==> config.mk <==
export PLATFORM = sky130hd
export DESIGN_NAME = gpio_port
export DESIGN_NICKNAME = d
export VERILOG_FILES = /design/src/rtl/soc_bus_pkg.sv /design/src/rtl/gpio_port.sv
export SDC_FILE = /design/constraint.sdc
export NUM_CORES = 1
export LEC_CHECK = 0
export ABC_AREA = 1
export BUFFER_PORTS_ARGS = -buffer_cell sky130_fd_sc_hd__buf_4
export CORE_UTILIZATION = 25
export DETAILED_ROUTE_END_ITERATION = 16
export SYNTH_ARGS = -nofsm -noshare
export SYNTH_HDL_FRONTEND = slang
export SYNTH_SLANG_ARGS = --single-unit
==> constraint.sdc <==
create_clock -name clk_i -period 0.8 [get_ports clk_i]
set_input_delay 0.04 -clock clk_i [delete_from_list [all_inputs] [get_ports clk_i]]
set_output_delay 0.04 -clock clk_i [all_outputs]
set_load 0.01 [all_outputs]
==> src/rtl/soc_bus_pkg.sv <==
package soc_bus_pkg;

    // Basic bus widths
    typedef logic [31:0] word_t;
    typedef logic [31:0] addr_t;
    typedef logic [3:0]  strobe_t;

    // Register slot inside a peripheral, address bits 5 to 2
    typedef logic [3:0]  reg_index_t;

    typedef enum logic [1:0] {
        BYTE,
        HALF_WORD,
        WORD
    } access_width_t;

    // Master side request, data sits in the low lanes
    typedef struct packed {
        logic          store;
        logic          load;
        addr_t         address;
        access_width_t width;
        word_t         data;
    } bus_request_t;

    typedef struct packed {
        logic  done;
        logic  error;
        word_t rdata;
    } bus_response_t;

    // Per device request, index is a word index (low bits select a register)
    typedef struct packed {
        logic    write;
        logic    read;
        addr_t   index;
        word_t   data;
        strobe_t strobe;
    } slave_request_t;

endpackage : soc_bus_pkg

==> src/rtl/gpio_port.sv <==
`timescale 1ns/1ps

module gpio_port
    import soc_bus_pkg::*;
#(
    parameter int GPIO_PINS = 8
) (
    input  logic                 clk_i,
    input  logic                 rst_n_i,

    input  slave_request_t       gpio_req_i,
    output word_t                rdata_o,

    input  logic [GPIO_PINS-1:0] gpio_in_i,
    output logic [GPIO_PINS-1:0] gpio_out_o,
    output logic [GPIO_PINS-1:0] gpio_oe_o,

    output logic                 irq_o
);

    reg_index_t           reg_index;
    logic [GPIO_PINS-1:0] out_q;
    logic [GPIO_PINS-1:0] dir_q;
    logic [GPIO_PINS-1:0] mask_q;
    logic [GPIO_PINS-1:0] in_meta_q;
    logic [GPIO_PINS-1:0] in_q;
    logic [GPIO_PINS-1:0] in_prev_q;
    logic                 irq_q;

    assign reg_index = gpio_req_i.index[3:0];

    always_ff @(posedge clk_i or negedge rst_n_i) begin
        if (!rst_n_i) begin
            out_q     <= '0;
            dir_q     <= '0;
            mask_q    <= '0;
            in_meta_q <= '0;
            in_q      <= '0;
            in_prev_q <= '0;
            irq_q     <= 1'b0;
        end else begin
            // Two flop input sync, then edge detect on the clean copy
            in_meta_q <= gpio_in_i;
            in_q      <= in_meta_q;
            in_prev_q <= in_q;
            irq_q     <= |(in_q & ~in_prev_q & mask_q);

            if (gpio_req_i.write) begin
                case (reg_index)
                    4'd0: out_q  <= gpio_req_i.data[GPIO_PINS-1:0];
                    4'd1: dir_q  <= gpio_req_i.data[GPIO_PINS-1:0];
                    4'd3: mask_q <= gpio_req_i.data[GPIO_PINS-1:0];
                    default: ;
                endcase
            end
        end
    end

    always_ff @(posedge clk_i) begin
        if (gpio_req_i.read) begin
            case (reg_index)
                4'd0:    rdata_o <= word_t'(out_q);
                4'd1:    rdata_o <= word_t'(dir_q);
                4'd2:    rdata_o <= word_t'(in_q);
                4'd3:    rdata_o <= word_t'(mask_q);
                default: rdata_o <= '0;
            endcase
        end
    end

    assign gpio_out_o = out_q;
    assign gpio_oe_o  = dir_q;
    assign irq_o      = irq_q;

endmodule : gpio_port

==> key figures <==
Run status
  • Outcome: finished, violations left
  • Violations in the final reports: negative setup slack

Drt
  • Post-DR vias/cell: approximately 4.0
  • Final wirelength: about 5700 µm
  • Via Count: approximately 1,900
  • Post-route DRC violation count: 0
  • Post-route ant nets: 0
  • Wire per inst: between 10 and 15 µm
  • Violation count after the first detailed-routing iteration: 80
  • Number of detailed-routing iterations run before antenna repair: 4

STA
  • Setup violators final: 40
  • Fin. max-slew vios: 0
  • Final critical path time including I/O delays and setup: a little over 1 ns
  • Smallest hold slack: 0.0207 ns
  • RSZ-0062 raised after global routing: yes
  • Fmax achieved: between 0.9 and 1 GHz
  • Worst-case clock skew: 0.00522 ns
  • Final critical-path setup slack: -0.216 ns
  • Fin crit share: 1.27
  • Number of hold violations in the final report: 0

Synthesis
  • Portion of the post-synthesis area used by sequential elements: 0.586
  • Dominant cell by count in the synthesized netlist: sky130_fd_sc_hd__nand2_1
  • Number of warning messages in the yosys log: 0
  • EDFF count, synth: 8
  • Share of the synthesized area in the top cell type: 0.490
  • Synthesis-stage register bit count: 57
  • Distinct cells, synth: 18
  • Average cell area after synthesis: 10.3 µm²
  • Cell types with the largest area share after synthesis: sky130_fd_sc_hd__dfrtp_1, sky130_fd_sc_hd__edfxtp_1, sky130_fd_sc_hd__nand2_1, sky130_fd_sc_hd__buf_4, sky130_fd_sc_hd__nand3_1
  • Cell types with the highest counts after synthesis: sky130_fd_sc_hd__nand2_1, sky130_fd_sc_hd__dfrtp_1, sky130_fd_sc_hd__nand3_1, sky130_fd_sc_hd__inv_1, sky130_fd_sc_hd__buf_4
  • Share of synthesized flip-flops with an asynchronous set or reset: 0.860
  • Cell accounting for the most synthesized area: sky130_fd_sc_hd__dfrtp_1
  • Gate Count Post-Synth: 243
  • Most instantiated flip-flop cell in the synthesis netlist: sky130_fd_sc_hd__dfrtp_1
  • Netlist Area Pre-Place: 2500 µm²

Worst setup path
  • Startpoint of the worst-slack reg-to-reg timing path: gpio_out_o[1]
  • Critical setup path kind: flip-flop to output port
  • Largest fanout on the critical path: 2
  • Endpoint type of the worst setup path: output port
  • Timing startpoint of the critical path: gpio_out_o[0]
  • Type of origin of the critical path: flip-flop
  • Critical path data required time: 0.76 ns
  • Endpoint arrival time on the critical path: 0.98 ns

Final layout
  • Filler cells: 972
  • Total area of multi-input combinational cells: just under 900 µm²
  • Layout cells sized above 1: 0.422
  • Area overhead of the layout relative to synthesis: 53.5%
  • Final design area excluding fillers: about 3800 µm²
  • Final nets: 428
  • Antenna fix cells: 0
  • Footprint of the flip-flops and latches: between 1000 and 1500 µm²
  • Post-route core utilization: 0.395

Hold path
  • Launch instance of the worst min-delay path: gpio_req_i[6]
  • HP Class: input port to flip-flop

Floorplan
  • Area inside the core boundary: 9730 µm²
  • Effective utilization at floorplan: 0.257
  • Die width: just over 100 µm
  • Std-Cell Rows: 36
  • Vert. Die Dim: just over 100 µm
  • Count of boundary I/O pins: 129
  • Die Footprint: between 10,000 and 15,000 µm²

Clock tree
  • Clock Tree Buf Depth: 2
  • # clock sinks: 57
  • Clk slew on worst S/H paths: ~0.060 ns
  • Worst skew pair latency: between 0.3 and 0.4 ns
  • Root Buffer: sky130_fd_sc_hd__clkbuf_8
  • CTS tree: built
  • H-Tree Depth: 3
  • Num CTS Buffers: 9

Place
  • Number of buffers inserted by port buffering: 48
  • Final GP Congestion: approximately 0.87
  • Placed inst area: 3080 µm²
  • Setup WS pre-CTS: -0.228 ns
  • Post-DP HPWL: between 4000 and 5000 µm

Global routing
  • Vias in the first global route: 1,903
  • Maximum number of pins on one net before global-route repair: 50
  • Wire length of the first global-routing pass: 9330 µm
  • Number of antenna violations at the first check in global routing: 0
  • Total GRT Usage: 0.123
  • Remaining global-route overflow: 0

Power
  • Static Leak: 0.00187 µW
  • Largest voltage drop on the vdd net: between 1 and 1.5 mV
  • Power density of the placed cells: roughly 2200 nW/µm²

Run
  • Count of max-cap constraint violations: 0
==> cell usage in the layout (no fill, tap or decap) <==
cell	netlist	layout
sky130_fd_sc_hd__dfrtp_1	49	49
sky130_fd_sc_hd__conb_1	1	24
sky130_fd_sc_hd__clkinv_2	0	1
sky130_fd_sc_hd__bufinv_16	0	1
sky130_fd_sc_hd__clkbuf_1	0	2
sky130_fd_sc_hd__buf_12	0	3
sky130_fd_sc_hd__nor2_2	1	1
sky130_fd_sc_hd__buf_4	24	33
sky130_fd_sc_hd__edfxtp_1	8	8
sky130_fd_sc_hd__nand3_2	0	10
sky130_fd_sc_hd__nand3_1	33	23
sky130_fd_sc_hd__o21ai_0	8	5
sky130_fd_sc_hd__nand2_1	52	46
sky130_fd_sc_hd__nand3_4	3	3
sky130_fd_sc_hd__nand2_2	2	6
sky130_fd_sc_hd__o21ai_2	16	16
sky130_fd_sc_hd__nor2_4	3	3
sky130_fd_sc_hd__nand3b_1	7	7
sky130_fd_sc_hd__dlygate4sd3_1	0	10
sky130_fd_sc_hd__o21ai_1	0	3
sky130_fd_sc_hd__clkbuf_8	0	12
sky130_fd_sc_hd__nor2_1	2	2
sky130_fd_sc_hd__inv_1	26	25
sky130_fd_sc_hd__inv_2	2	3
sky130_fd_sc_hd__buf_6	2	55
sky130_fd_sc_hd__nand2_4	0	2
==> metrics by stage <==
step | total power, µW | cells | TNS, ns
after global routing | 9050 | 486 | -7.47
after floorplan | 4230 | 266 | -0.492
final | 8600 | 486 | -5.70
after CTS | 8550 | 482 | -6.02
after global placement | 5050 | 439 | -4.94
after detailed placement | 5080 | 439 | -5.69
==> worst max-delay path: stages, from the launching register on <==
cell and delay, ns:
sky130_fd_sc_hd__dfrtp_1 0.40, sky130_fd_sc_hd__buf_6 0.13, sky130_fd_sc_hd__buf_6 0.11
==> sequential cells by signal (all words and copies together), names as in the netlist <==
name / count
gpio_oe_o: 8
gpio_out_o: 8
in_meta_q: 8
in_prev_q: 8
in_q: 8
irq_o: 1
mask_q: 8
rdata_o: 8
==> per-layer routing <==
metal	track usage	vias to the layer above	share of wire
met5	0	-	0
met4	0.0560	0	0.022
met3	0.0451	12	0.056
met2	0.191	73	0.48
met1	0.154	889	0.45
li1	-	946	-
==> cell type report <==
class	instances	share of cell area
clock buffers	14	0.0449
clock inverters	2	0.00911
inverters	28	0.0273
multi-input cells	151	0.227
flip-flops and latches	57	0.382
well taps	133	0.0433
repair buffers	101	0.267
==> worst paths after layout <==
| check | endpoint | slack (ns) | cells past startpoint |
|---|---|---|---|
| hold reg to reg | in_q[2] | 0.34 | 0 |
| max in group asynchronous | irq_o | 0.37 | 3 |
| min in group asynchronous | gpio_out_o[2] | 0.21 | 3 |
| setup reg to reg | rdata_o[1] | -0.17 | 5 |
| hold / removal | gpio_oe_o[2] | 0.02 | 3 |
| setup / recovery | gpio_out_o[0] | -0.22 | 2 |
==> where the power goes <==
group	internal [µW]	switching [µW]	leakage, µW
combinational	1360	913	0.00109
sequential	3300	248	0.000679
clock	1690	1080	0.000107
==> repair_timing <==
item	4_1_cts	5_1_grt
hold buffers	10	0
pin swaps	13	6
hold endpoints to repair	65	0
setup endpoints to repair	34	44
gates resized for setup	59	19
setup buffers	17	5
==> cell families (layout without fill, tap and decap cells) <==
group                  Yosys count  after routing  share of synthesized area
AO/OA/AOI/OAI                   24             24                     0.0720
buffers and inverters           58            145                      0.131
flip-flops                      57             57                      0.586
other                            1             24                    0.00150
AND/OR/NAND/NOR                103            103                      0.210
No activity file was read; power rests on OpenSTA's default activity.
