## src/rtl/soc_bus_pkg.sv

```systemverilog
package soc_bus_pkg;

    // Basic bus widths
    typedef logic [31:0] word_t;
    typedef logic [31:0] addr_t;
    typedef logic [3:0]  strobe_t;

    // Register slot inside a peripheral, address bits 5 to 2
    typedef logic [3:0]  reg_index_t;

    typedef enum logic [1:0] {
        BYTE,
        HALF_WORD,
        WORD
    } access_width_t;

    // Master side request, data sits in the low lanes
    typedef struct packed {
        logic          store;
        logic          load;
        addr_t         address;
        access_width_t width;
        word_t         data;
    } bus_request_t;

    typedef struct packed {
        logic  done;
        logic  error;
        word_t rdata;
    } bus_response_t;

    // Per device request, index is a word index (low bits select a register)
    typedef struct packed {
        logic    write;
        logic    read;
        addr_t   index;
        word_t   data;
        strobe_t strobe;
    } slave_request_t;

endpackage : soc_bus_pkg

```

## src/rtl/soc_map_pkg.sv

```systemverilog
package soc_map_pkg;

    import soc_bus_pkg::*;

    // Device windows
    parameter addr_t memory_base = 32'h0000_0000;
    parameter addr_t gpio_base   = 32'h0001_0000;
    parameter addr_t timer_base  = 32'h0001_0080;

    // Peripheral windows are 64 bytes, so the window check uses bits 31 to 6
    parameter int peripheral_window_bits = 6;

    typedef enum logic [1:0] {
        DEV_MEMORY,
        DEV_GPIO,
        DEV_TIMER,
        DEV_NONE
    } device_sel_t;

    // Bit 0 GPIO, bit 1 timer, bit 2 bus error
    typedef logic [2:0] irq_source_t;

    typedef logic [1:0] irq_vector_t;

endpackage : soc_map_pkg

```

## src/rtl/bus_decoder.sv

```systemverilog
`timescale 1ns/1ps

module bus_decoder
    import soc_bus_pkg::*;
    import soc_map_pkg::*;
#(
    parameter int MEMORY_BYTES = 4096
) (
    input  logic           clk_i,
    input  logic           rst_n_i,

    input  bus_request_t   bus_request_i,
    output bus_response_t  bus_response_o,

    output slave_request_t mem_req_o,
    output slave_request_t gpio_req_o,
    output slave_request_t timer_req_o,

    input  word_t          mem_rdata_i,
    input  word_t          gpio_rdata_i,
    input  word_t          timer_rdata_i,

    output logic           bus_error_o
);

    // ====================
    // Decode
    // ====================

    addr_t         address;
    addr_t         mem_offset;
    access_width_t width;
    device_sel_t   sel;
    logic          misaligned;
    logic          error;
    logic          access;
    strobe_t       strobe;
    word_t         lane_data;

    assign address    = bus_request_i.address;
    assign width      = bus_request_i.width;
    assign mem_offset = address - memory_base;
    assign access     = bus_request_i.store | bus_request_i.load;

    always_comb begin
        if (mem_offset < addr_t'(MEMORY_BYTES)) begin
            sel = DEV_MEMORY;
        end else if (address[31:peripheral_window_bits] ==
                     gpio_base[31:peripheral_window_bits]) begin
            sel = DEV_GPIO;
        end else if (address[31:peripheral_window_bits] ==
                     timer_base[31:peripheral_window_bits]) begin
            sel = DEV_TIMER;
        end else begin
            sel = DEV_NONE;
        end
    end

    assign misaligned = ((width == HALF_WORD) && address[0]) ||
                        ((width == WORD) && (address[1:0] != 2'b00));

    // Peripherals only take full words
    assign error = (sel == DEV_NONE) || misaligned ||
                   ((sel != DEV_MEMORY) && (width != WORD));

    always_comb begin
        case (width)
            WORD:      strobe = 4'b1111;
            HALF_WORD: strobe = 4'b0011 << {address[1], 1'b0};
            BYTE:      strobe = 4'b0001 << address[1:0];
            default:   strobe = 4'b0000;
        endcase
    end

    // Move low lane data up to the addressed byte
    assign lane_data = bus_request_i.data << {address[1:0], 3'b000};

    always_comb begin
        mem_req_o   = '{write: 1'b0, read: 1'b0, index: mem_offset >> 2,
                        data: lane_data, strobe: strobe};
        gpio_req_o  = '{write: 1'b0, read: 1'b0, index: address >> 2,
                        data: lane_data, strobe: strobe};
        timer_req_o = gpio_req_o;

        if (!error) begin
            case (sel)
                DEV_MEMORY: begin
                    mem_req_o.write = bus_request_i.store;
                    mem_req_o.read  = bus_request_i.load;
                end
                DEV_GPIO: begin
                    gpio_req_o.write = bus_request_i.store;
                    gpio_req_o.read  = bus_request_i.load;
                end
                DEV_TIMER: begin
                    timer_req_o.write = bus_request_i.store;
                    timer_req_o.read  = bus_request_i.load;
                end
                default: ;
            endcase
        end
    end

    // ====================
    // Response
    // ====================

    device_sel_t sel_q;
    logic        error_q;
    logic        done_q;

    always_ff @(posedge clk_i or negedge rst_n_i) begin
        if (!rst_n_i) begin
            sel_q   <= DEV_NONE;
            error_q <= 1'b0;
            done_q  <= 1'b0;
        end else begin
            done_q <= access;
            if (access) begin
                sel_q   <= sel;
                error_q <= error;
            end
        end
    end

    always_comb begin
        bus_response_o.done  = done_q;
        bus_response_o.error = done_q & error_q;
        if (error_q) begin
            bus_response_o.rdata = '0;
        end else begin
            case (sel_q)
                DEV_MEMORY: bus_response_o.rdata = mem_rdata_i;
                DEV_GPIO:   bus_response_o.rdata = gpio_rdata_i;
                DEV_TIMER:  bus_response_o.rdata = timer_rdata_i;
                default:    bus_response_o.rdata = '0;
            endcase
        end
    end

    // Interrupt source pulse lines up with the error response
    assign bus_error_o = done_q & error_q;

endmodule : bus_decoder

```

## config.mk

```make
export PLATFORM = sky130hd
export DESIGN_NAME = bus_decoder
export DESIGN_NICKNAME = d
export VERILOG_FILES = /design/src/rtl/soc_bus_pkg.sv /design/src/rtl/soc_map_pkg.sv /design/src/rtl/bus_decoder.sv
export SDC_FILE = /design/constraint.sdc
export NUM_CORES = 1
export LEC_CHECK = 0
export BUFFER_PORTS_ARGS = -buffer_cell sky130_fd_sc_hd__buf_2
export CORE_AREA = 5 5 158 160
export CTS_CLUSTER_DIAMETER = 40
export DETAILED_ROUTE_END_ITERATION = 8
export DIE_AREA = 0 0 163 165
export HOLD_SLACK_MARGIN = 0.12
export PLACE_DENSITY = 0.41
export SLEW_MARGIN = 20
export SYNTH_ARGS = -nofsm -noshare
export SYNTH_HDL_FRONTEND = slang
export SYNTH_SLANG_ARGS = --single-unit
```

## constraint.sdc

```tcl
create_clock -name clk_i -period 1.36 [get_ports clk_i]
set_clock_uncertainty 0.05 [all_clocks]
set_input_delay 0.068 -clock clk_i [delete_from_list [all_inputs] [get_ports clk_i]]
set_output_delay 0.068 -clock clk_i [all_outputs]
set_load 0.02 [all_outputs]
```

==> key figures <==
Setup path
  – Worst path top cell family by delay: flip-flops
  – CP Cell Sequence: buf_12 > mux2i_1 > nor2_1 > a21oi_2 > nor2_1 > buf_2
  – Crit path max fanout: 22
  – CP Capture Type: output pin
  – CP Class: flop to output pin
  – Slowest library cell on the worst path: dfstp_2
  – Crit start category: flop
  – CP bufs+invs: 2
  – CP max stage delay: 0.56 ns
  – CP dominant cell by count: nor2_1
  – R2R Setup Slk: approximately 0.21 ns
  – Data arrival, critical path: 1.67 ns
  – Required @ worst endpoint: 1.24 ns

CTS
  – CTS Buf Count: 3
  – Root Buffer: clkbuf_16
  – Clock Pin Slew Worst Setup and Hold Paths: 0.03 ns
  – CTS tree: done
  – Clock latency on the worst-skew pair: 0.22 ns
  – H-tree levels: 1
  – CTS Sinks: 4
  – CTS max path bufs: 2

Job
  – Max_cap viols: 0

Logic synthesis
  – Flops & latches, synth: 4
  – Share of the synthesized area in the top cell type: approximately 43%
  – Top_reg_cell synth: dfstp_2
  – Syn Area/Cell: ~6.8 µm²
  – Mapped Area: 3080 µm²
  – Most area-hungry cell type in the Yosys netlist: buf_4
  – Asr flop ratio synth: 100%
  – Unique masters post-synth: 35
  – YS warnings: 0
  – Post-synth EDFFs: 0
  – Sequential area share after synthesis: 3.34%
  – Cells after Synth: about 450
  – Synth top area cells: buf_4 (43%), mux2i_1 (16%), nor2_1 (9.9%)

GRT
  – GRT Total Usage: roughly 10%
  – Global-route wire length before repair: about 21,000 µm
  – Overflow left after global routing: 0
  – Largest net degree at the start of global routing: 34
  – Initial antenna violation count: 1
  – Vias in the first global route: 3,788

Power and ir drop
  – Flop pwr share: 5.5%
  – P_sw: between 1 and 1.5 mW
  – Int Pwr: between 1 and 1.5 mW
  – Maximum VDD drop: roughly 0.26 mV
  – Net switching fraction of the power: 49.4%
  – PwrDens: ~430 nW/µm²
  – Leak pwr: between 2 and 3 nW
  – Combinational Power Share: around three quarters
  – Clock power frac: between 20% and 30%

Route
  – Routed Antenna Nets: 0
  – Routed WL: ~16,000 µm
  – Post-DR wirelength/cell: between 15 and 20 µm
  – Drc violations: 0
  – 1st-iter DRT viols: ~110
  – Routed via count: roughly 3,800
  – Vias per inst: 3.69
  – Drt pass-1 iters: 4

Cells and area
  – Filler instances: approximately 2,700
  – Register area: between 100 and 150 µm²
  – Finished Layout Cells: 1,035
  – Final Util: between 20% and 30%
  – Area of the multi-input gates: 1820 µm²
  – Layout area overhead: 69.3%
  – Ant. Diodes: 0
  – Nets@finish: 883
  – Layout cells sized above 1: about three quarters
  – Design area: between 5000 and 6000 µm²

Floorplanning
  – Core area: approximately 23,000 µm²
  – Chip width: 163 µm
  – # rows: 56
  – Starting Density: about an eighth
  – Die Area: 26,900 µm²
  – IO Count: 411
  – Die H: about 170 µm

Timing
  – Setup ws final: -0.429 ns
  – Rel. slew slack: ~58%
  – Worst-margin pin slew: between 0.6 and 0.7 ns
  – Max-slew violation count: 0
  – Fmax: approximately 0.56 GHz
  – Final setup violating endpoints: 38
  – WHS: 0.162 ns
  – Setup_tns: -11.84 ns
  – RSZ-0062 raised after global routing: yes
  – Period Utilization, post-route: 132%
  – Fin. Hold Viols: 0
  – Crit path time final: between 1.5 and 2 ns

Place
  – GP Congestion: 0.777
  – Inst Count DP: a little over 1,000
  – Detail Placement HPWL: ~14,000 µm
  – I/O Buffers: 388
  – Area after DPL: roughly 4600 µm²

Status
  – Status: finished, violations left
  – Failing checks: negative setup slack

Worst hold path
  – Hold WC Path Type: primary input to async pin
## placed cells by master, fill, tap and decap left out, types with 10 or more instances in the layout
cell type	instances
a21oi_2	25
a21oi_1	18
nand2_1	10
buf_4	49
buf_6	38
nor2_2	28
buf_2	348
nor2_1	51
mux2i_1	47
## power groups by stage
stage	clock network, mW	registers (mW)	logic, mW
floorplan	0	0.123	1.21
global placement	0	0.124	1.58
detailed placement	0	0.124	1.58
CTS	0.478	0.122	1.65
global route	0.490	0.123	1.75
finish	0.471	0.122	1.64
## flip-flops by register name (all words and copies together) (netlist names)
| signal | count |
|---|---|
| sel_q | 2 |
| done_q | 1 |
| error_q | 1 |
## synthesized netlist by cell type (2+ instances only)
master and n:
clkbuf_1 12, a211oi_1 8, and2_1 9, buf_2 6, nor2_1 81, nor4_2 4
a31oi_1 3, dfrtp_1 2, buf_6 3, o21ai_0 11, nand2_1 10, buf_4 176
mux2i_1 49, and3_1 3, a21oi_1 45, nor2b_1 10, dfstp_2 2, and4_1 2
## stage by stage
step	total power [mW]	setup WS, ns
CTS	2.25	-0.422
floorplan	1.33	-0.0531
finish	2.23	-0.429
detailed placement	1.70	-0.301
global route	2.36	-0.521
global placement	1.70	-0.325
## area by class of cell
| type | count | area share [%] |
|---|---|---|
| clock buffer | 4 | 1.51 |
| inverter | 1 | 0.0721 |
| multi-input combinational | 256 | 34.9 |
| sequential | 4 | 1.99 |
| tap | 319 | 7.66 |
| timing repair buffer | 451 | 53.8 |
## layer usage
layer / vias up / routed length (µm) / track usage [%]
met5: - / 0 / 0
met3: 12 / 1430 / 1.97
met1: 1709 / 5700 / 10.9
li1: 1849 / - / -
met4: 0 / 268 / 2.17
met2: 250 / 8300 / 20.0
## worst reg2reg max path, stage by stage, from the launching register on
cell and delay (ns):
dfstp_2 0.53, buf_6 0.26, nor2_1 0.08, a31oi_1 0.15
## what timing repair did
action,4_1_cts,5_1_grt
buffers inserted,2,3
hold endpoints to repair,16,0
pin swaps,11,15
hold buffers,5,0
resized for setup,52,66
setup endpoints to repair,66,48
cloned,0,1
## final timing paths
path | start | end | cells after the start
max | sel_q[1] | bus_response_o[0] | 6
min | rst_n_i | done_q | 2
max reg2reg | sel_q[0] | sel_q[0] | 3
min reg2reg | sel_q[1] | sel_q[1] | 3
max in group asynchronous | rst_n_i | sel_q[0] | 2
min in group clk_i | bus_request_i[66] | done_q | 2
## kinds of logic (layout without fill, tap and decap cells)
logic type,after synthesis,in the layout,synth area share [%]
buffers and inverters,198,456,46.6
flip-flops,4,4,3.34
AO/OA/AOI/OAI,68,68,12.3
other,1,6,0.122
multiplexers,49,49,15.9
AND/OR/NAND/NOR,133,133,21.6
(Power assumes the default switching activity.)
