==> src/rtl/soc_bus_pkg.sv <==
package soc_bus_pkg;

    // Basic bus widths
    typedef logic [31:0] word_t;
    typedef logic [31:0] addr_t;
    typedef logic [3:0]  strobe_t;

    // Register slot inside a peripheral, address bits 5 to 2
    typedef logic [3:0]  reg_index_t;

    typedef enum logic [1:0] {
        BYTE,
        HALF_WORD,
        WORD
    } access_width_t;

    // Master side request, data sits in the low lanes
    typedef struct packed {
        logic          store;
        logic          load;
        addr_t         address;
        access_width_t width;
        word_t         data;
    } bus_request_t;

    typedef struct packed {
        logic  done;
        logic  error;
        word_t rdata;
    } bus_response_t;

    // Per device request, index is a word index (low bits select a register)
    typedef struct packed {
        logic    write;
        logic    read;
        addr_t   index;
        word_t   data;
        strobe_t strobe;
    } slave_request_t;

endpackage : soc_bus_pkg

==> src/rtl/interval_timer.sv <==
`timescale 1ns/1ps

module interval_timer
    import soc_bus_pkg::*;
(
    input  logic           clk_i,
    input  logic           rst_n_i,
    input  slave_request_t timer_req_i,
    output word_t          rdata_o,
    output logic           irq_o
);

    reg_index_t reg_index;
    word_t      count_q;
    word_t      compare_q;
    logic       enable_q;
    logic       irq_q;
    logic       match;

    assign reg_index = timer_req_i.index[3:0];
    assign match     = enable_q && (count_q == compare_q);

    always_ff @(posedge clk_i or negedge rst_n_i) begin
        if (!rst_n_i) begin
            count_q   <= '0;
            compare_q <= '0;
            enable_q  <= 1'b0;
            irq_q     <= 1'b0;
        end else begin
            irq_q <= match;

            // A counter write takes priority over counting
            if (timer_req_i.write && (reg_index == 4'd0)) begin
                count_q <= timer_req_i.data;
            end else if (match) begin
                count_q <= '0;
            end else if (enable_q) begin
                count_q <= count_q + 1'b1;
            end

            if (timer_req_i.write && (reg_index == 4'd1)) begin
                compare_q <= timer_req_i.data;
            end
            if (timer_req_i.write && (reg_index == 4'd2)) begin
                enable_q <= timer_req_i.data[0];
            end
        end
    end

    always_ff @(posedge clk_i) begin
        if (timer_req_i.read) begin
            case (reg_index)
                4'd0:    rdata_o <= count_q;
                4'd1:    rdata_o <= compare_q;
                4'd2:    rdata_o <= word_t'(enable_q);
                default: rdata_o <= '0;
            endcase
        end
    end

    assign irq_o = irq_q;

endmodule : interval_timer

==> config.mk <==
export PLATFORM = sky130hd
export DESIGN_NAME = interval_timer
export DESIGN_NICKNAME = d
export VERILOG_FILES = /design/src/rtl/soc_bus_pkg.sv /design/src/rtl/interval_timer.sv
export SDC_FILE = /design/constraint.sdc
export NUM_CORES = 1
export LEC_CHECK = 0
export ABC_AREA = 1
export BUFFER_PORTS_ARGS = -buffer_cell sky130_fd_sc_hd__buf_2
export CAP_MARGIN = 40
export CORE_ASPECT_RATIO = 0.75
export CORE_MARGIN = 3
export CORE_UTILIZATION = 55
export DETAILED_ROUTE_END_ITERATION = 7
export PLACE_DENSITY = 0.79
export RECOVER_POWER = 25
export SYNTH_ARGS = -nofsm -noshare
export SYNTH_HDL_FRONTEND = slang
export SYNTH_SLANG_ARGS = --single-unit
==> constraint.sdc <==
create_clock -name clk_i -period 1.95 [get_ports clk_i]
set_input_delay 0.585 -clock clk_i [delete_from_list [all_inputs] [get_ports clk_i]]
set_output_delay 0.585 -clock clk_i [all_outputs]
set_load 0.01 [all_outputs]
==> results.json, run 1 <==
{
  "hold_path_class": "input pin to flop",
  "crit_path_start_kind": "flop",
  "detail-route-antenna-nets": 0,
  "seq_area_frac_synth": 0.467,
  "power_frac_seq": 0.436,
  "grt_pass1_wl_mm": 25.0,
  "rrSetupSlack_ps": 150,
  "nFillCells": 885,
  "path_max_fanout": 4,
  "synth_compound_area_frac": 0.125,
  "post-route-util": 0.664,
  "firstDrtPassIters": 5,
  "synth_area_mm2": 0.00559,
  "start_util": 0.572,
  "slew_headroom": -0.0513,
  "io-pin-count": 105,
  "yosys.area_share.simple": 0.269,
  "rows": 31,
  "cts.repair.resized": 0,
  "max_freq_mhz": 557,
  "cts-root-buf": "clkbuf_16",
  "htreeDepth": 3,
  "dr.first_iter.drc_count": 511,
  "routed.top_layer": "met4",
  "drt-total-wl_mm": 15.6,
  "place_congestion": 0.920,
  "synth_cells": 742,
  "hold_viol_final": 0,
  "skew_ps": 10.1,
  "grt.overflow.total": 0,
  "worstSkewPairLatency_ps": 350,
  "fin_crit_sh": 0.921,
  "p_clk_frac": 0.229,
  "clock-sinks": 98,
  "portBuffers": 72,
  "fin_crit_ps": 1800,
  "grt_setup_unrepaired": "no",
  "cts_setup_buffers": 0,
  "grt_pass1_vias": 4893,
  "ys_types": 35,
  "sw_frac_of_total": 0.399,
  "fp.dieW_um": 122,
  "drt-met1-wl_mm": 6.82,
  "clk_path_buf_depth": 2,
  "synth-xor-area-share": 0.0204,
  "diodes": 0,
  "layout-drive-gt1-share": 0.181,
  "post-place-ws_ps": 91.0,
  "setup_slack_ps": 155,
  "path_class": "flop to flop",
  "area_growth_syn_to_layout_pct": 16.1,
  "critical_path.endpoint_type": "flop",
  "crit_arrival_ps": 2040,
  "ys_ff_latch": 98,
  "core_area_mm2": 0.00977,
  "status": "complete, but fails checks",
  "slew_violations": 67,
  "die_area_mm2": 0.0114,
  "critPathRequiredTime_ps": 2190,
  "met3_length_mm": 1.78,
  "die_h_um": 93.3,
  "mostFrequentLayoutCells": "nand2_1, inv_1, buf_2",
  "synth_top_family_by_area": "simple AND/OR/NAND/NOR gates",
  "nNetsFinal": 896,
  "dr_total_vias": 5269,
  "grt_max_degree": 67,
  "cts.clk_slew.worst_paths_ps": 70,
  "synthMuxAreaShare": 0,
  "dp_hpwl_mm": 11.3,
  "leakagePower_uw": 0.00304,
  "wl_per_cell_um": 16.2,
  "combPwrFrac": 0.335,
  "setup_viol": 0,
  "cap_violations": 1,
  "powerDensity_mw_per_mm2": 1140,
  "met2_length_mm": 6.67,
  "vias_per_cell": 5.49,
  "power.internal_uw": 4450,
  "final_common_cell": "nand2_1",
  "yosys_warnings": 0,
  "finalInstanceArea_mm2": 0.00649,
  "track_usage": 0.286,
  "p_sw_uw": 2960,
  "tightest_slew_ps": 1580,
  "setup_tns_ps": 0,
  "avgSynthCellArea_um2": 7.54,
  "violations": "capacitance limit, slew limit",
  "drc": 0,
  "synth_fa_ha_area_frac": 0.00224,
  "p_total_uw": 7410,
  "antenna_found_initial": 0,
  "cts_hold_buffers": 0,
  "cts_made_buffers": 9,
  "vdd_drop_max_v": 0.000596,
  "place_area_mm2": 0.00622,
  "synth_fp_nets": 815,
  "cts_tree": "built"
}
==> kinds of logic after synthesis <==
logic type                 Yosys count
buffers and inverters              162
AOI/OAI and AO/OA                  124
and+or+nand+nor                    344
adders and majority gates            1
DFF                                 98
xor gates and xnor gates            13
==> path summary, 6_finish.rpt <==
path	from	to	depth (start not counted)
worst max-delay path	count_q[6]	count_q[25]	9
worst min-delay path	timer_req_i[34]	compare_q[30]	3
worst max register to register	count_q[6]	count_q[25]	9
worst min register to register	compare_q[19]	compare_q[19]	2
max in group asynchronous	rst_n_i	compare_q[26]	2
min in group asynchronous	rst_n_i	count_q[28]	2
==> flip-flops by register name, summed over array words and instances (netlist names) <==
register,cells
compare_q,32
count_q,32
enable_q,1
irq_o,1
rdata_o,32
==> through the flow <==
stage                     std cells  hold WS (ps)
after global routing            960           489
final                           960           490
after global placement          944           475
after CTS                       960           270
after detailed placement        944           480
after floorplan                 742           289
==> Yosys cell counts <==
| cell type | number | area share |
|---|---|---|
| buf_1 | 2 | 0.0013 |
| nand3_2 | 3 | 0.0054 |
| nor3_2 | 1 | 0.0018 |
| nor3b_1 | 1 | 0.0013 |
| ha_1 | 1 | 0.0022 |
| inv_2 | 11 | 0.0074 |
| o211ai_1 | 1 | 0.0013 |
| nor2_1 | 60 | 0.040 |
| o221ai_1 | 1 | 0.0016 |
| nor4_4 | 1 | 0.0038 |
| inv_1 | 127 | 0.085 |
| nand3_4 | 2 | 0.0063 |
| xor2_1 | 2 | 0.0031 |
| buf_2 | 13 | 0.012 |
| nand4_1 | 9 | 0.010 |
| nor2_4 | 3 | 0.0060 |
| buf_6 | 3 | 0.0060 |
| o21ai_0 | 19 | 0.017 |
| nor3_1 | 17 | 0.015 |
| clkinv_1 | 1 | 0.00067 |
| dfrtp_1 | 66 | 0.30 |
| nor2_2 | 10 | 0.011 |
| a21oi_1 | 15 | 0.013 |
| a21oi_2 | 1 | 0.0016 |
| xnor2_1 | 11 | 0.017 |
| nand2_1 | 210 | 0.14 |
| o21ai_1 | 32 | 0.029 |
| buf_4 | 1 | 0.0013 |
| nand3_1 | 17 | 0.015 |
| o21a_1 | 1 | 0.0013 |
| o22ai_1 | 54 | 0.060 |
| edfxtp_1 | 32 | 0.17 |
| and2_1 | 1 | 0.0011 |
| nand2_2 | 9 | 0.010 |
| clkbuf_1 | 4 | 0.0027 |
==> critical path, cell delays in order, from the launching register on <==
cell and delay [ps]:
dfrtp_1 460, nand2_1 140, nor2_2 200, nand3_1 220
nor2_1 320, nand3_1 110, nand2_1 70, nor2_1 40
nand2_1 70, nand2_1 50
==> cell type report <==
type	count	area (um^2)	area share
clock inverter	7	57.6	0.00886
inverter	139	522	0.0804
multi-input combinational	482	2330	0.359
timing repair buffer	93	578	0.0890
clock buffer	9	225	0.0347
sequential	98	2610	0.402
tap	132	165	0.0254
==> routing by layer <==
layer	vias to the layer above	track usage
met1	2379	0.427
met5	-	0
met4	0	0.0811
met3	34	0.0544
met2	311	0.426
li1	2545	-
==> power groups by stage <==
| stage | sequential, uW | combinational (uW) | clock (uW) |
|---|---|---|---|
| 2_1_floorplan | 3100 | 1720 | 0 |
| 3_3_place_gp | 3220 | 2360 | 0 |
| 3_5_place_dp | 3240 | 2420 | 0 |
| 4_1_cts | 3200 | 2450 | 1720 |
| 5_1_grt | 3290 | 2830 | 1810 |
| 6_report | 3230 | 2480 | 1700 |
(Power assumes the default switching activity.)
==> run 2: changes to the inputs <==
- BUFFER_PORTS_ARGS: -buffer_cell sky130_fd_sc_hd__buf_2 -> -buffer_cell sky130_fd_sc_hd__clkbuf_2
==> results.json, run 2 (synthesis results as in run 1) <==
{
  "power_frac_seq": 0.438,
  "dr_total_vias": 5174,
  "tightest_slew_ps": 975,
  "io-pin-count": 105,
  "fin_crit_sh": 0.958,
  "dr.first_iter.drc_count": 612,
  "clk_path_buf_depth": 2,
  "powerDensity_mw_per_mm2": 1140,
  "stdcell_count": 959,
  "cts_hold_buffers": 0,
  "grt_pass1_wl_mm": 24.8,
  "worstReg2RegStart": "count_q[1]",
  "power.internal_uw": 4440,
  "core_area_mm2": 0.00977,
  "hold_viol_final": 0,
  "antenna_found_initial": 0,
  "path_max_fanout": 4,
  "fin_crit_ps": 1870,
  "post-route-util": 0.662,
  "cts.repair.resized": 0,
  "grt_setup_unrepaired": "no",
  "track_usage": 0.286,
  "worstSkewPairLatency_ps": 350,
  "crit_arrival_ps": 2160,
  "nNetsFinal": 895,
  "htreeDepth": 3,
  "cts-root-buf": "clkbuf_16",
  "p_sw_uw": 2970,
  "firstDrtPassIters": 6,
  "sw_frac_of_total": 0.401,
  "grt_max_degree": 67,
  "path_class": "flop to flop",
  "slew_violations": 0,
  "drc": 0,
  "fp.dieW_um": 122,
  "vdd_drop_max_v": 0.000539,
  "p_clk_frac": 0.233,
  "clock-sinks": 98,
  "layout-drive-gt1-share": 0.180,
  "cap_violations": 0,
  "diodes": 0,
  "wl_per_cell_um": 16.1,
  "setup_tns_ps": 0,
  "mostFrequentLayoutCells": "nand2_1, inv_1, clkbuf_2",
  "p_total_uw": 7410,
  "slew_headroom": 0.350,
  "place_congestion": 0.907,
  "cts_tree": "built",
  "status": "finished, final reports clean",
  "cts_made_buffers": 9,
  "area_growth_syn_to_layout_pct": 15.7,
  "combPwrFrac": 0.329,
  "start_util": 0.572,
  "crit_path_start_kind": "flop",
  "hold_path_class": "input pin to flop",
  "leakagePower_uw": 0.00304,
  "cts.clk_slew.worst_paths_ps": 80,
  "startpoint": "count_q[1]",
  "dp.cells": 943,
  "vias_per_cell": 5.40,
  "critPathRequiredTime_ps": 2240,
  "worst_hold_startpoint": "timer_req_i[32]",
  "max_freq_mhz": 535,
  "final_common_cell": "nand2_1",
  "cts_setup_buffers": 0,
  "nFillCells": 875,
  "largest_registers": "compare_q (32), count_q (32), rdata_o (32)",
  "grt_pass1_vias": 4780,
  "drt-total-wl_mm": 15.4,
  "detail-route-antenna-nets": 0,
  "critical_path.endpoint_type": "flop",
  "portBuffers": 72,
  "die_h_um": 93.3,
  "rows": 31,
  "grt.overflow.total": 0,
  "setup_viol": 0,
  "die_area_mm2": 0.0114,
  "skew_ps": 10.9,
  "dp_hpwl_mm": 11.3
}
## run 2: area by class of cell
type / instances / area, um^2 / share of cell area
clock buffers: 9 / 225 / 0.0348
clock inverters: 7 / 58.8 / 0.00908
inverters: 139 / 522 / 0.0806
multi-input cells: 482 / 2330 / 0.360
flip-flops and latches: 98 / 2610 / 0.404
well taps: 132 / 165 / 0.0255
repair buffers: 92 / 561 / 0.0866
## run 2: final timing paths
| kind | to | slack, ps | cells past startpoint |
|---|---|---|---|
| worst max-delay path | count_q[30] | 80 | 9 |
| max in group asynchronous | compare_q[6] | 830 | 2 |
| worst min register to register | compare_q[19] | 500 | 2 |
| worst max register to register | count_q[30] | 80 | 9 |
| worst min-delay path | compare_q[28] | 470 | 3 |
| min in group asynchronous | compare_q[18] | 490 | 2 |
## run 2: per-layer routing
layer	up-vias	share of wire	track usage	wire length, um
met3	30	0.11	0.0647	1720
met2	270	0.42	0.418	6540
met4	0	0.023	0.0895	350
met1	2345	0.44	0.425	6800
met5	-	0	0	0
li1	2529	-	-	-
## run 2: critical path: stages (launching register included)
cell	delay, ps
dfrtp_1	420
ha_1	230
nand3_1	130
nor2_1	150
nand3_1	160
nor2_1	300
a21oi_1	120
nor2_1	160
nand2_1	80
nand2_1	50
## run 2: stage by stage
step	area, um^2	setup slack, ps	hold WS, ps
5_1_grt	6470	3.04	479
3_3_place_gp	6200	143	475
3_5_place_dp	6200	120	484
2_1_floorplan	5590	400	289
4_1_cts	6490	126	270
6_report	6470	82.1	472
## run 2: power groups by stage
stage / registers [uW] / clock network, uW / logic (uW)
5_1_grt: 3310 / 1820 / 2780
6_report: 3240 / 1730 / 2440
2_1_floorplan: 3100 / 0 / 1720
4_1_cts: 3220 / 1750 / 2420
3_3_place_gp: 3240 / 0 / 2330
3_5_place_dp: 3260 / 0 / 2390
