--- src/rtl/soc_bus_pkg.sv ---
package soc_bus_pkg;

    // Basic bus widths
    typedef logic [31:0] word_t;
    typedef logic [31:0] addr_t;
    typedef logic [3:0]  strobe_t;

    // Register slot inside a peripheral, address bits 5 to 2
    typedef logic [3:0]  reg_index_t;

    typedef enum logic [1:0] {
        BYTE,
        HALF_WORD,
        WORD
    } access_width_t;

    // Master side request, data sits in the low lanes
    typedef struct packed {
        logic          store;
        logic          load;
        addr_t         address;
        access_width_t width;
        word_t         data;
    } bus_request_t;

    typedef struct packed {
        logic  done;
        logic  error;
        word_t rdata;
    } bus_response_t;

    // Per device request, index is a word index (low bits select a register)
    typedef struct packed {
        logic    write;
        logic    read;
        addr_t   index;
        word_t   data;
        strobe_t strobe;
    } slave_request_t;

endpackage : soc_bus_pkg

--- src/rtl/soc_map_pkg.sv ---
package soc_map_pkg;

    import soc_bus_pkg::*;

    // Device windows
    parameter addr_t memory_base = 32'h0000_0000;
    parameter addr_t gpio_base   = 32'h0001_0000;
    parameter addr_t timer_base  = 32'h0001_0080;

    // Peripheral windows are 64 bytes, so the window check uses bits 31 to 6
    parameter int peripheral_window_bits = 6;

    typedef enum logic [1:0] {
        DEV_MEMORY,
        DEV_GPIO,
        DEV_TIMER,
        DEV_NONE
    } device_sel_t;

    // Bit 0 GPIO, bit 1 timer, bit 2 bus error
    typedef logic [2:0] irq_source_t;

    typedef logic [1:0] irq_vector_t;

endpackage : soc_map_pkg

--- src/rtl/interrupt_controller.sv ---
`timescale 1ns/1ps

module interrupt_controller
    import soc_map_pkg::*;
(
    input  logic        clk_i,
    input  logic        rst_n_i,
    input  irq_source_t irq_source_i,
    input  logic        ack_i,
    output logic        irq_o,
    output irq_vector_t vector_o
);

    irq_source_t pending_q;
    irq_source_t clear;

    assign irq_o = |pending_q;

    // Lowest pending source has priority
    always_comb begin
        vector_o = '0;
        for (int i = $bits(irq_source_t) - 1; i >= 0; i--) begin
            if (pending_q[i]) begin
                vector_o = irq_vector_t'(i);
            end
        end
    end

    always_comb begin
        clear = '0;
        if (ack_i && irq_o) begin
            clear[vector_o] = 1'b1;
        end
    end

    // New pulse in the clear cycle keeps its bit set
    always_ff @(posedge clk_i or negedge rst_n_i) begin
        if (!rst_n_i) begin
            pending_q <= '0;
        end else begin
            pending_q <= (pending_q & ~clear) | irq_source_i;
        end
    end

endmodule : interrupt_controller

--- config.mk ---
export PLATFORM = sky130hd
export DESIGN_NAME = interrupt_controller
export DESIGN_NICKNAME = d
export VERILOG_FILES = /design/src/rtl/soc_bus_pkg.sv /design/src/rtl/soc_map_pkg.sv /design/src/rtl/interrupt_controller.sv
export SDC_FILE = /design/constraint.sdc
export NUM_CORES = 1
export LEC_CHECK = 0
export BUFFER_PORTS_ARGS = -buffer_cell sky130_fd_sc_hd__buf_2
export CAP_MARGIN = 20
export CORE_AREA = 2 2 39 41
export DETAILED_ROUTE_END_ITERATION = 8
export DIE_AREA = 0 0 41 43
export PLACE_DENSITY_LB_ADDON = 0.2
export RECOVER_POWER = 25
export SYNTH_ARGS = -nofsm -noshare
export SYNTH_HDL_FRONTEND = slang
export SYNTH_SLANG_ARGS = --single-unit
--- constraint.sdc ---
create_clock -name clk_i -period 2.6 [get_ports clk_i]
set_input_delay 0.65 -clock clk_i [delete_from_list [all_inputs] [get_ports clk_i]]
set_output_delay 0.65 -clock clk_i [all_outputs]
set_load 0.005 [all_outputs]
==> run_results.csv, run 1 <==
group,metric,value,unit
cells_and_area,drive_gt1_share,40.0,%
timing,setup_viol,0,
die,rows,14,
yosys,synth_warnings,0,
worst_setup_path,worstPathArrival,1.14,ns
timing,timing.setup.tns,0,ns
clocking,cts_inserted_buffers,3,
placed_design,gp_congestion,0.539,
status,status,"completed",
global_route,grt_util_all_layers,5.03,%
worst_setup_path,slowest_delay,0.42,ns
worst_setup_path,crit_path_start,"pending_q[0]$_DFF_PN0_",
worst_setup_path,critPathBufInv,1,
yosys,yosys-top-cells-area,"dfrtp_1, a21o_1, nor4b_1",
yosys,synth_top_area_share,55.0,%
timing,worst_slew_pin_slew,0.240,ns
worst_setup_path,cp.required,1.95,ns
worst_setup_path,cp_slowest_cell,"dfrtp_1",
detailed_routing,dr.pass1.iters,2,
die,core,1380,sq um
worst_setup_path,endpoint,"irq_o",
worst_setup_path,critical-path-top-delay-family,"flip-flops",
timing,clock_skew,0.00218,ns
timing,period_minus_slack,1.79,ns
timing,rsz0062_at_grt,"no",
cells_and_area,reg_top3,"pending_q x3",
timing,min_period_over_period,68.7,%
power_and_ir_drop,seqPwrFrac,36.2,%
detailed_routing,wl,317,um
clocking,cts-htree-levels,1,
power_and_ir_drop,ir_worst_vdd,0.213,mV
worst_setup_path,critPathCaptureType,"output port",
worst_setup_path,regToRegSetupSlack,1.69,ns
yosys,synthTopCellsByCount,"dfrtp_1, a21o_1, nor2_1",
yosys,ys_seq_area_share,55.0,%
detailed_routing,num_vias,132,
timing,fmax,560,MHz
global_route,grt-ovfl-total,0,
timing,fin_ws,0.814,ns
global_route,grt_pass1_wl,510,um
worst_setup_path,crit_fanout,6,
global_route,grt_max_degree,7,
global_route,grt_antenna_before_repair,0,
power_and_ir_drop,share_comb_of_total_power,7.7,%
clocking,clockRootBuffer,"clkbuf_4",
die,ios,9,
worst_setup_path,rr_worst_depth,2,
yosys,synth.avg_cell_area,10.5,sq um
power_and_ir_drop,power.density,650,nW/um^2
detailed_routing,routed_via_density,3.22,
yosys,synth_ff_type,"dfrtp_1",
power_and_ir_drop,p_int,0.000114,W
cells_and_area,largest_reg_flops,3,
clocking,cts_tree,"built",
cells_and_area,top_register,"pending_q",
timing,hold_viol,0,
placed_design,pre_cts_ws,1.05,ns
detailed_routing,avgRoutedWirePerCell,7.73,um
clocking,cts.sinks,3,
placed_design,io_buffers,8,
yosys,synth_top_area_cell,"dfrtp_1",
hold_path,worstHoldPathType,"input pin to asynchronous set/reset pin",
die,die_y,43,um
worst_setup_path,crit_path_cell_trace,"or3_1 -> buf_2",
cells_and_area,fin_nets,32,
power_and_ir_drop,net-switching-power,0.0000304,W
detailed_routing,antenna_left,0,
worst_setup_path,rr_endpoint,"pending_q[2]$_DFF_PN0_",
cells_and_area,n_fill_cell,165,
cells_and_area,fin_util,16.0,%
detailed_routing,drc,0,
yosys,ys_seq_elements,3,
timing,slew_violations,0,
worst_setup_path,start_kind,"flip-flop",
worst_setup_path,reg2reg_from,"pending_q[0]$_DFF_PN0_",
power_and_ir_drop,total_power,0.000144,W
clocking,cts_setup_buffers,0,
power_and_ir_drop,p_clk_share,56.1,%
cells_and_area,syn_to_final_growth,62.4,%
yosys,synthesis.nets,19,
global_route,grt_pass1_vias,135,
worst_setup_path,worst-path-stages,2,
cells_and_area,n_antenna_cell,0,
yosys,netlist_area,136,sq um
die,fp.dieW,41,um
yosys,synth_enable_flop_cells,0,
clocking,cts_buffer_depth,2,
power_and_ir_drop,swShare,21.1,%
yosys,synth_most_common_cell,"dfrtp_1",
yosys,synth_cell_types,9,
clocking,clkSlewWorstSetupHoldPaths,0.04,ns
timing,max_slew_margin,83.7,%
worst_setup_path,crit_type,"flip-flop to output port",
power_and_ir_drop,leakagePower,0.0966,nW
clocking,postCtsHoldBufs,0,
die,initial_core_util,9.86,%
clocking,cts.repair.resized,0,
yosys,ys_async_sr_fraction,100,%
detailed_routing,drtIter0Drc,2,
die,die_area,1760,sq um
yosys,netlist_instances,13,
flow_run,maxCapViolCount,0,
clocking,clock_latency,0.23,ns
worst reg2reg max path, cell delays in order (launching register included):
cell and delay (ns):
dfrtp_1 0.42, nor4b_1 0.29, nor2_1 0.08
layout by cell type, fill, tap and decap left out:
| cell type | n |
|---|---|
| a21o_1 | 2 |
| buf_2 | 7 |
| clkbuf_1 | 2 |
| clkbuf_4 | 3 |
| dfrtp_1 | 3 |
| inv_1 | 1 |
| nand2b_1 | 1 |
| nor2_1 | 2 |
| nor2b_1 | 1 |
| nor3b_1 | 1 |
| nor4b_1 | 1 |
| or3_1 | 1 |
how the worst min path moves through the flow:
stage	from	endpoint	slack (ns)	cells past startpoint
4_1_cts	rst_n_i	pending_q[0]$_DFF_PN0_	0.20	1
6_report	rst_n_i	pending_q[0]$_DFF_PN0_	0.22	1
5_1_grt	rst_n_i	pending_q[2]$_DFF_PN0_	0.22	1
3_3_place_gp	rst_n_i	pending_q[0]$_DFF_PN0_	0.45	1
3_5_place_dp	rst_n_i	pending_q[2]$_DFF_PN0_	0.45	1
2_1_floorplan	rst_n_i	pending_q[0]$_DFF_PN0_	0.35	0
power by group through the flow:
| stage | Sequential (W) | Clock [W] | Combinational (W) |
|---|---|---|---|
| 6_report | 0.0000520 | 0.0000807 | 0.0000111 |
| 5_1_grt | 0.0000525 | 0.0000916 | 0.0000130 |
| 4_1_cts | 0.0000520 | 0.0000876 | 0.0000117 |
| 3_5_place_dp | 0.0000526 | 0 | 0.0000116 |
| 3_3_place_gp | 0.0000524 | 0 | 0.0000114 |
| 2_1_floorplan | 0.0000521 | 0 | 0.00000458 |
through the flow:
stage          hold WS [ns]  area, sq um  std cells
6_report              0.219          221         41
5_1_grt               0.224          221         41
4_1_cts               0.198          223         41
3_5_place_dp          0.452          196         37
3_3_place_gp          0.447          196         37
2_1_floorplan         0.354          136         13
cells by family after synthesis:
kind of cell,count (synthesis),share of synthesized area [%]
and+or+nand+nor,7,31.2
DFF,3,55.0
AOI/OAI and AO/OA,2,11.0
buffers and inverters,1,2.75
final cells by class:
cell class / count / area (sq um) / share of cell area, %
Inverter: 1 / 3.75 / 1.69
Sequential cell: 3 / 75.1 / 33.9
Clock buffer: 4 / 26.3 / 11.9
Tap cell: 16 / 20.0 / 9.04
Timing Repair Buffer: 8 / 38.8 / 17.5
Multi-Input combinational cell: 9 / 57.6 / 26.0
layer usage:
| metal | up-vias | track usage, % | wire, um |
|---|---|---|---|
| met5 | - | 0 | 0 |
| li1 | 68 | - | - |
| met3 | 0 | 3.14 | 54 |
| met2 | 9 | 4.38 | 107 |
| met4 | 0 | 8.00 | 0 |
| met1 | 55 | 5.83 | 154 |
Note: power is estimated with default switching activity, not from simulation.
==> run 2, diff against run 1 <==
Clock period 2.6 ns to 1.6 ns, I/O delays scaled along.
==> run_results.csv, run 2 (same netlist as run 1, synthesis figures left out) <==
group,metric,value,unit
detailed_routing,routed-wl-met2,112,um
cells_and_area,reg_top3,"pending_q x3",
power_and_ir_drop,share_comb_of_total_power,8.6,%
power_and_ir_drop,p_int,0.000186,W
worst_setup_path,critPathCaptureType,"output port",
status,status,"completed",
clocking,clock_latency,0.23,ns
clocking,cts.sinks,3,
cells_and_area,n_antenna_cell,0,
die,initial_core_util,9.86,%
timing,timing.setup.tns,0,ns
detailed_routing,drc,0,
timing,setup_viol,0,
worst_setup_path,critPathBufInv,1,
die,core,1380,sq um
global_route,grt-ovfl-total,0,
worst_setup_path,crit_path_cell_trace,"or3_1 -> buf_2",
worst_setup_path,rr_endpoint,"pending_q[2]$_DFF_PN0_",
cells_and_area,largest_reg_flops,3,
cells_and_area,fin_util,16.7,%
detailed_routing,route.met3.wl,65,um
clocking,cts_tree,"built",
power_and_ir_drop,power.density,1030,nW/um^2
power_and_ir_drop,leakagePower,0.101,nW
worst_setup_path,worstPathArrival,1.12,ns
worst_setup_path,critical-path-top-delay-family,"flip-flops",
cells_and_area,multi_input_area,57.6,sq um
timing,clock_skew,0.000327,ns
cells_and_area,fin_nets,33,
clocking,cts.repair.resized,0,
worst_setup_path,worst-path-stages,2,
worst_setup_path,reg2reg_from,"pending_q[0]$_DFF_PN0_",
flow_run,maxCapViolCount,0,
cells_and_area,final_common_cell,"buf_2",
clocking,cts_inserted_buffers,3,
cells_and_area,syn_to_final_growth,69.7,%
clocking,cts_buffer_depth,2,
power_and_ir_drop,p_clk_share,55.9,%
detailed_routing,avgRoutedWirePerCell,8.02,um
global_route,grt_max_degree,7,
die,fp.dieW,41,um
global_route,grt_pass1_wl,552,um
cells_and_area,drive_gt1_share,38.5,%
detailed_routing,num_vias,143,
worst_setup_path,cp_slowest_cell,"dfrtp_1",
die,die_area,1760,sq um
worst_setup_path,crit_path_start,"pending_q[1]$_DFF_PN0_",
hold_path,worstHoldPathType,"input pin to flip-flop",
worst_setup_path,regToRegSetupSlack,0.70,ns
timing,slew_violations,0,
timing,period_minus_slack,1.52,ns
global_route,grt_antenna_before_repair,0,
clocking,cts_setup_buffers,0,
die,ios,9,
power_and_ir_drop,seqPwrFrac,35.5,%
worst_setup_path,crit_fanout,5,
detailed_routing,dr.pass1.iters,4,
detailed_routing,wl,337,um
placed_design,io_buffers,8,
worst_setup_path,rr_worst_depth,2,
timing,hold_viol,0,
cells_and_area,n_fill_cell,153,
die,die_y,43,um
detailed_routing,top_layer,"met3",
clocking,postCtsHoldBufs,1,
timing,worst_slew_pin_slew,0.235,ns
detailed_routing,antenna_left,0,
worst_setup_path,slowest_delay,0.40,ns
detailed_routing,met1_length,158,um
worst_setup_path,cp.required,1.20,ns
global_route,grt_util_all_layers,5.34,%
power_and_ir_drop,net-switching-power,0.0000519,W
timing,min_period_over_period,95.3,%
clocking,clkSlewWorstSetupHoldPaths,0.04,ns
timing,max_slew_margin,84.1,%
worst_setup_path,endpoint,"irq_o",
power_and_ir_drop,swShare,21.8,%
clocking,clockRootBuffer,"clkbuf_4",
die,rows,14,
power_and_ir_drop,ir_worst_vdd,0.209,mV
detailed_routing,drtIter0Drc,7,
worst_setup_path,start_kind,"flip-flop",
detailed_routing,routed_via_density,3.40,
cells_and_area,top_register,"pending_q",
cells_and_area,regArea,75.1,sq um
global_route,grt_pass1_vias,149,
timing,rsz0062_at_grt,"no",
timing,fmax,656,MHz
worst_setup_path,crit_type,"flip-flop to output port",
placed_design,gp_congestion,0.552,
clocking,cts-htree-levels,1,
cells_and_area,layout_common_cells,"buf_2, clkbuf_4, dfrtp_1",
hold_path,hold_depth,2,
==> run 2: cell types whose count changed in the layout (fill, tap and decap cells not counted), sizes merged <==
cell,change
dlygate4sd3,+1
==> run 2: power by group through the flow <==
stage,logic [W],registers (W),clock network [W]
after floorplan,0.00000745,0.0000846,0
after global placement,0.0000186,0.0000852,0
after detailed placement,0.0000191,0.0000855,0
after CTS,0.0000210,0.0000845,0.000141
after global routing,0.0000229,0.0000859,0.000147
final,0.0000205,0.0000846,0.000133
==> run 2: worst min-delay path by stage <==
| stage | endpoint | start | slack, ns |
|---|---|---|---|
| floorplan | pending_q[0]$_DFF_PN0_ | rst_n_i | 0.10 |
| global placement | pending_q[0]$_DFF_PN0_ | rst_n_i | 0.20 |
| finish | pending_q[1]$_DFF_PN0_ | irq_source_i[1] | 0.36 |
| global route | pending_q[1]$_DFF_PN0_ | irq_source_i[1] | 0.35 |
| detailed placement | pending_q[0]$_DFF_PN0_ | rst_n_i | 0.20 |
| CTS | pending_q[0]$_DFF_PN0_ | irq_source_i[0] | 0.34 |
==> run 2: area by class of cell <==
cell class | count | share of cell area [%]
timing repair buffer | 9 | 21.1
multi-input combinational | 9 | 24.9
tap | 16 | 8.65
inverter | 1 | 1.62
sequential | 3 | 32.4
clock buffer | 4 | 11.4
==> run 2: worst register-to-register path, stage by stage, from the launching register on <==
cell     delay, ns
dfrtp_1       0.41
nor4b_1       0.28
nor2_1        0.08
==> run 2: layer usage <==
metal | global-route usage (%) | up-vias
met5 | 0 | -
met4 | 6.00 | 0
met3 | 5.24 | 0
met2 | 5.00 | 11
met1 | 5.84 | 62
li1 | - | 70
==> run 2: stage by stage <==
step | area, sq um | setup slack (ns) | instances | total power (W) | hold slack [ns]
5_1_grt | 231 | 0.0183 | 42 | 0.000256 | 0.355
3_5_place_dp | 196 | 0.318 | 37 | 0.000105 | 0.200
4_1_cts | 233 | 0.0627 | 42 | 0.000246 | 0.343
6_report | 231 | 0.0753 | 42 | 0.000238 | 0.357
3_3_place_gp | 196 | 0.323 | 37 | 0.000104 | 0.197
2_1_floorplan | 136 | 0.437 | 13 | 0.0000921 | 0.104
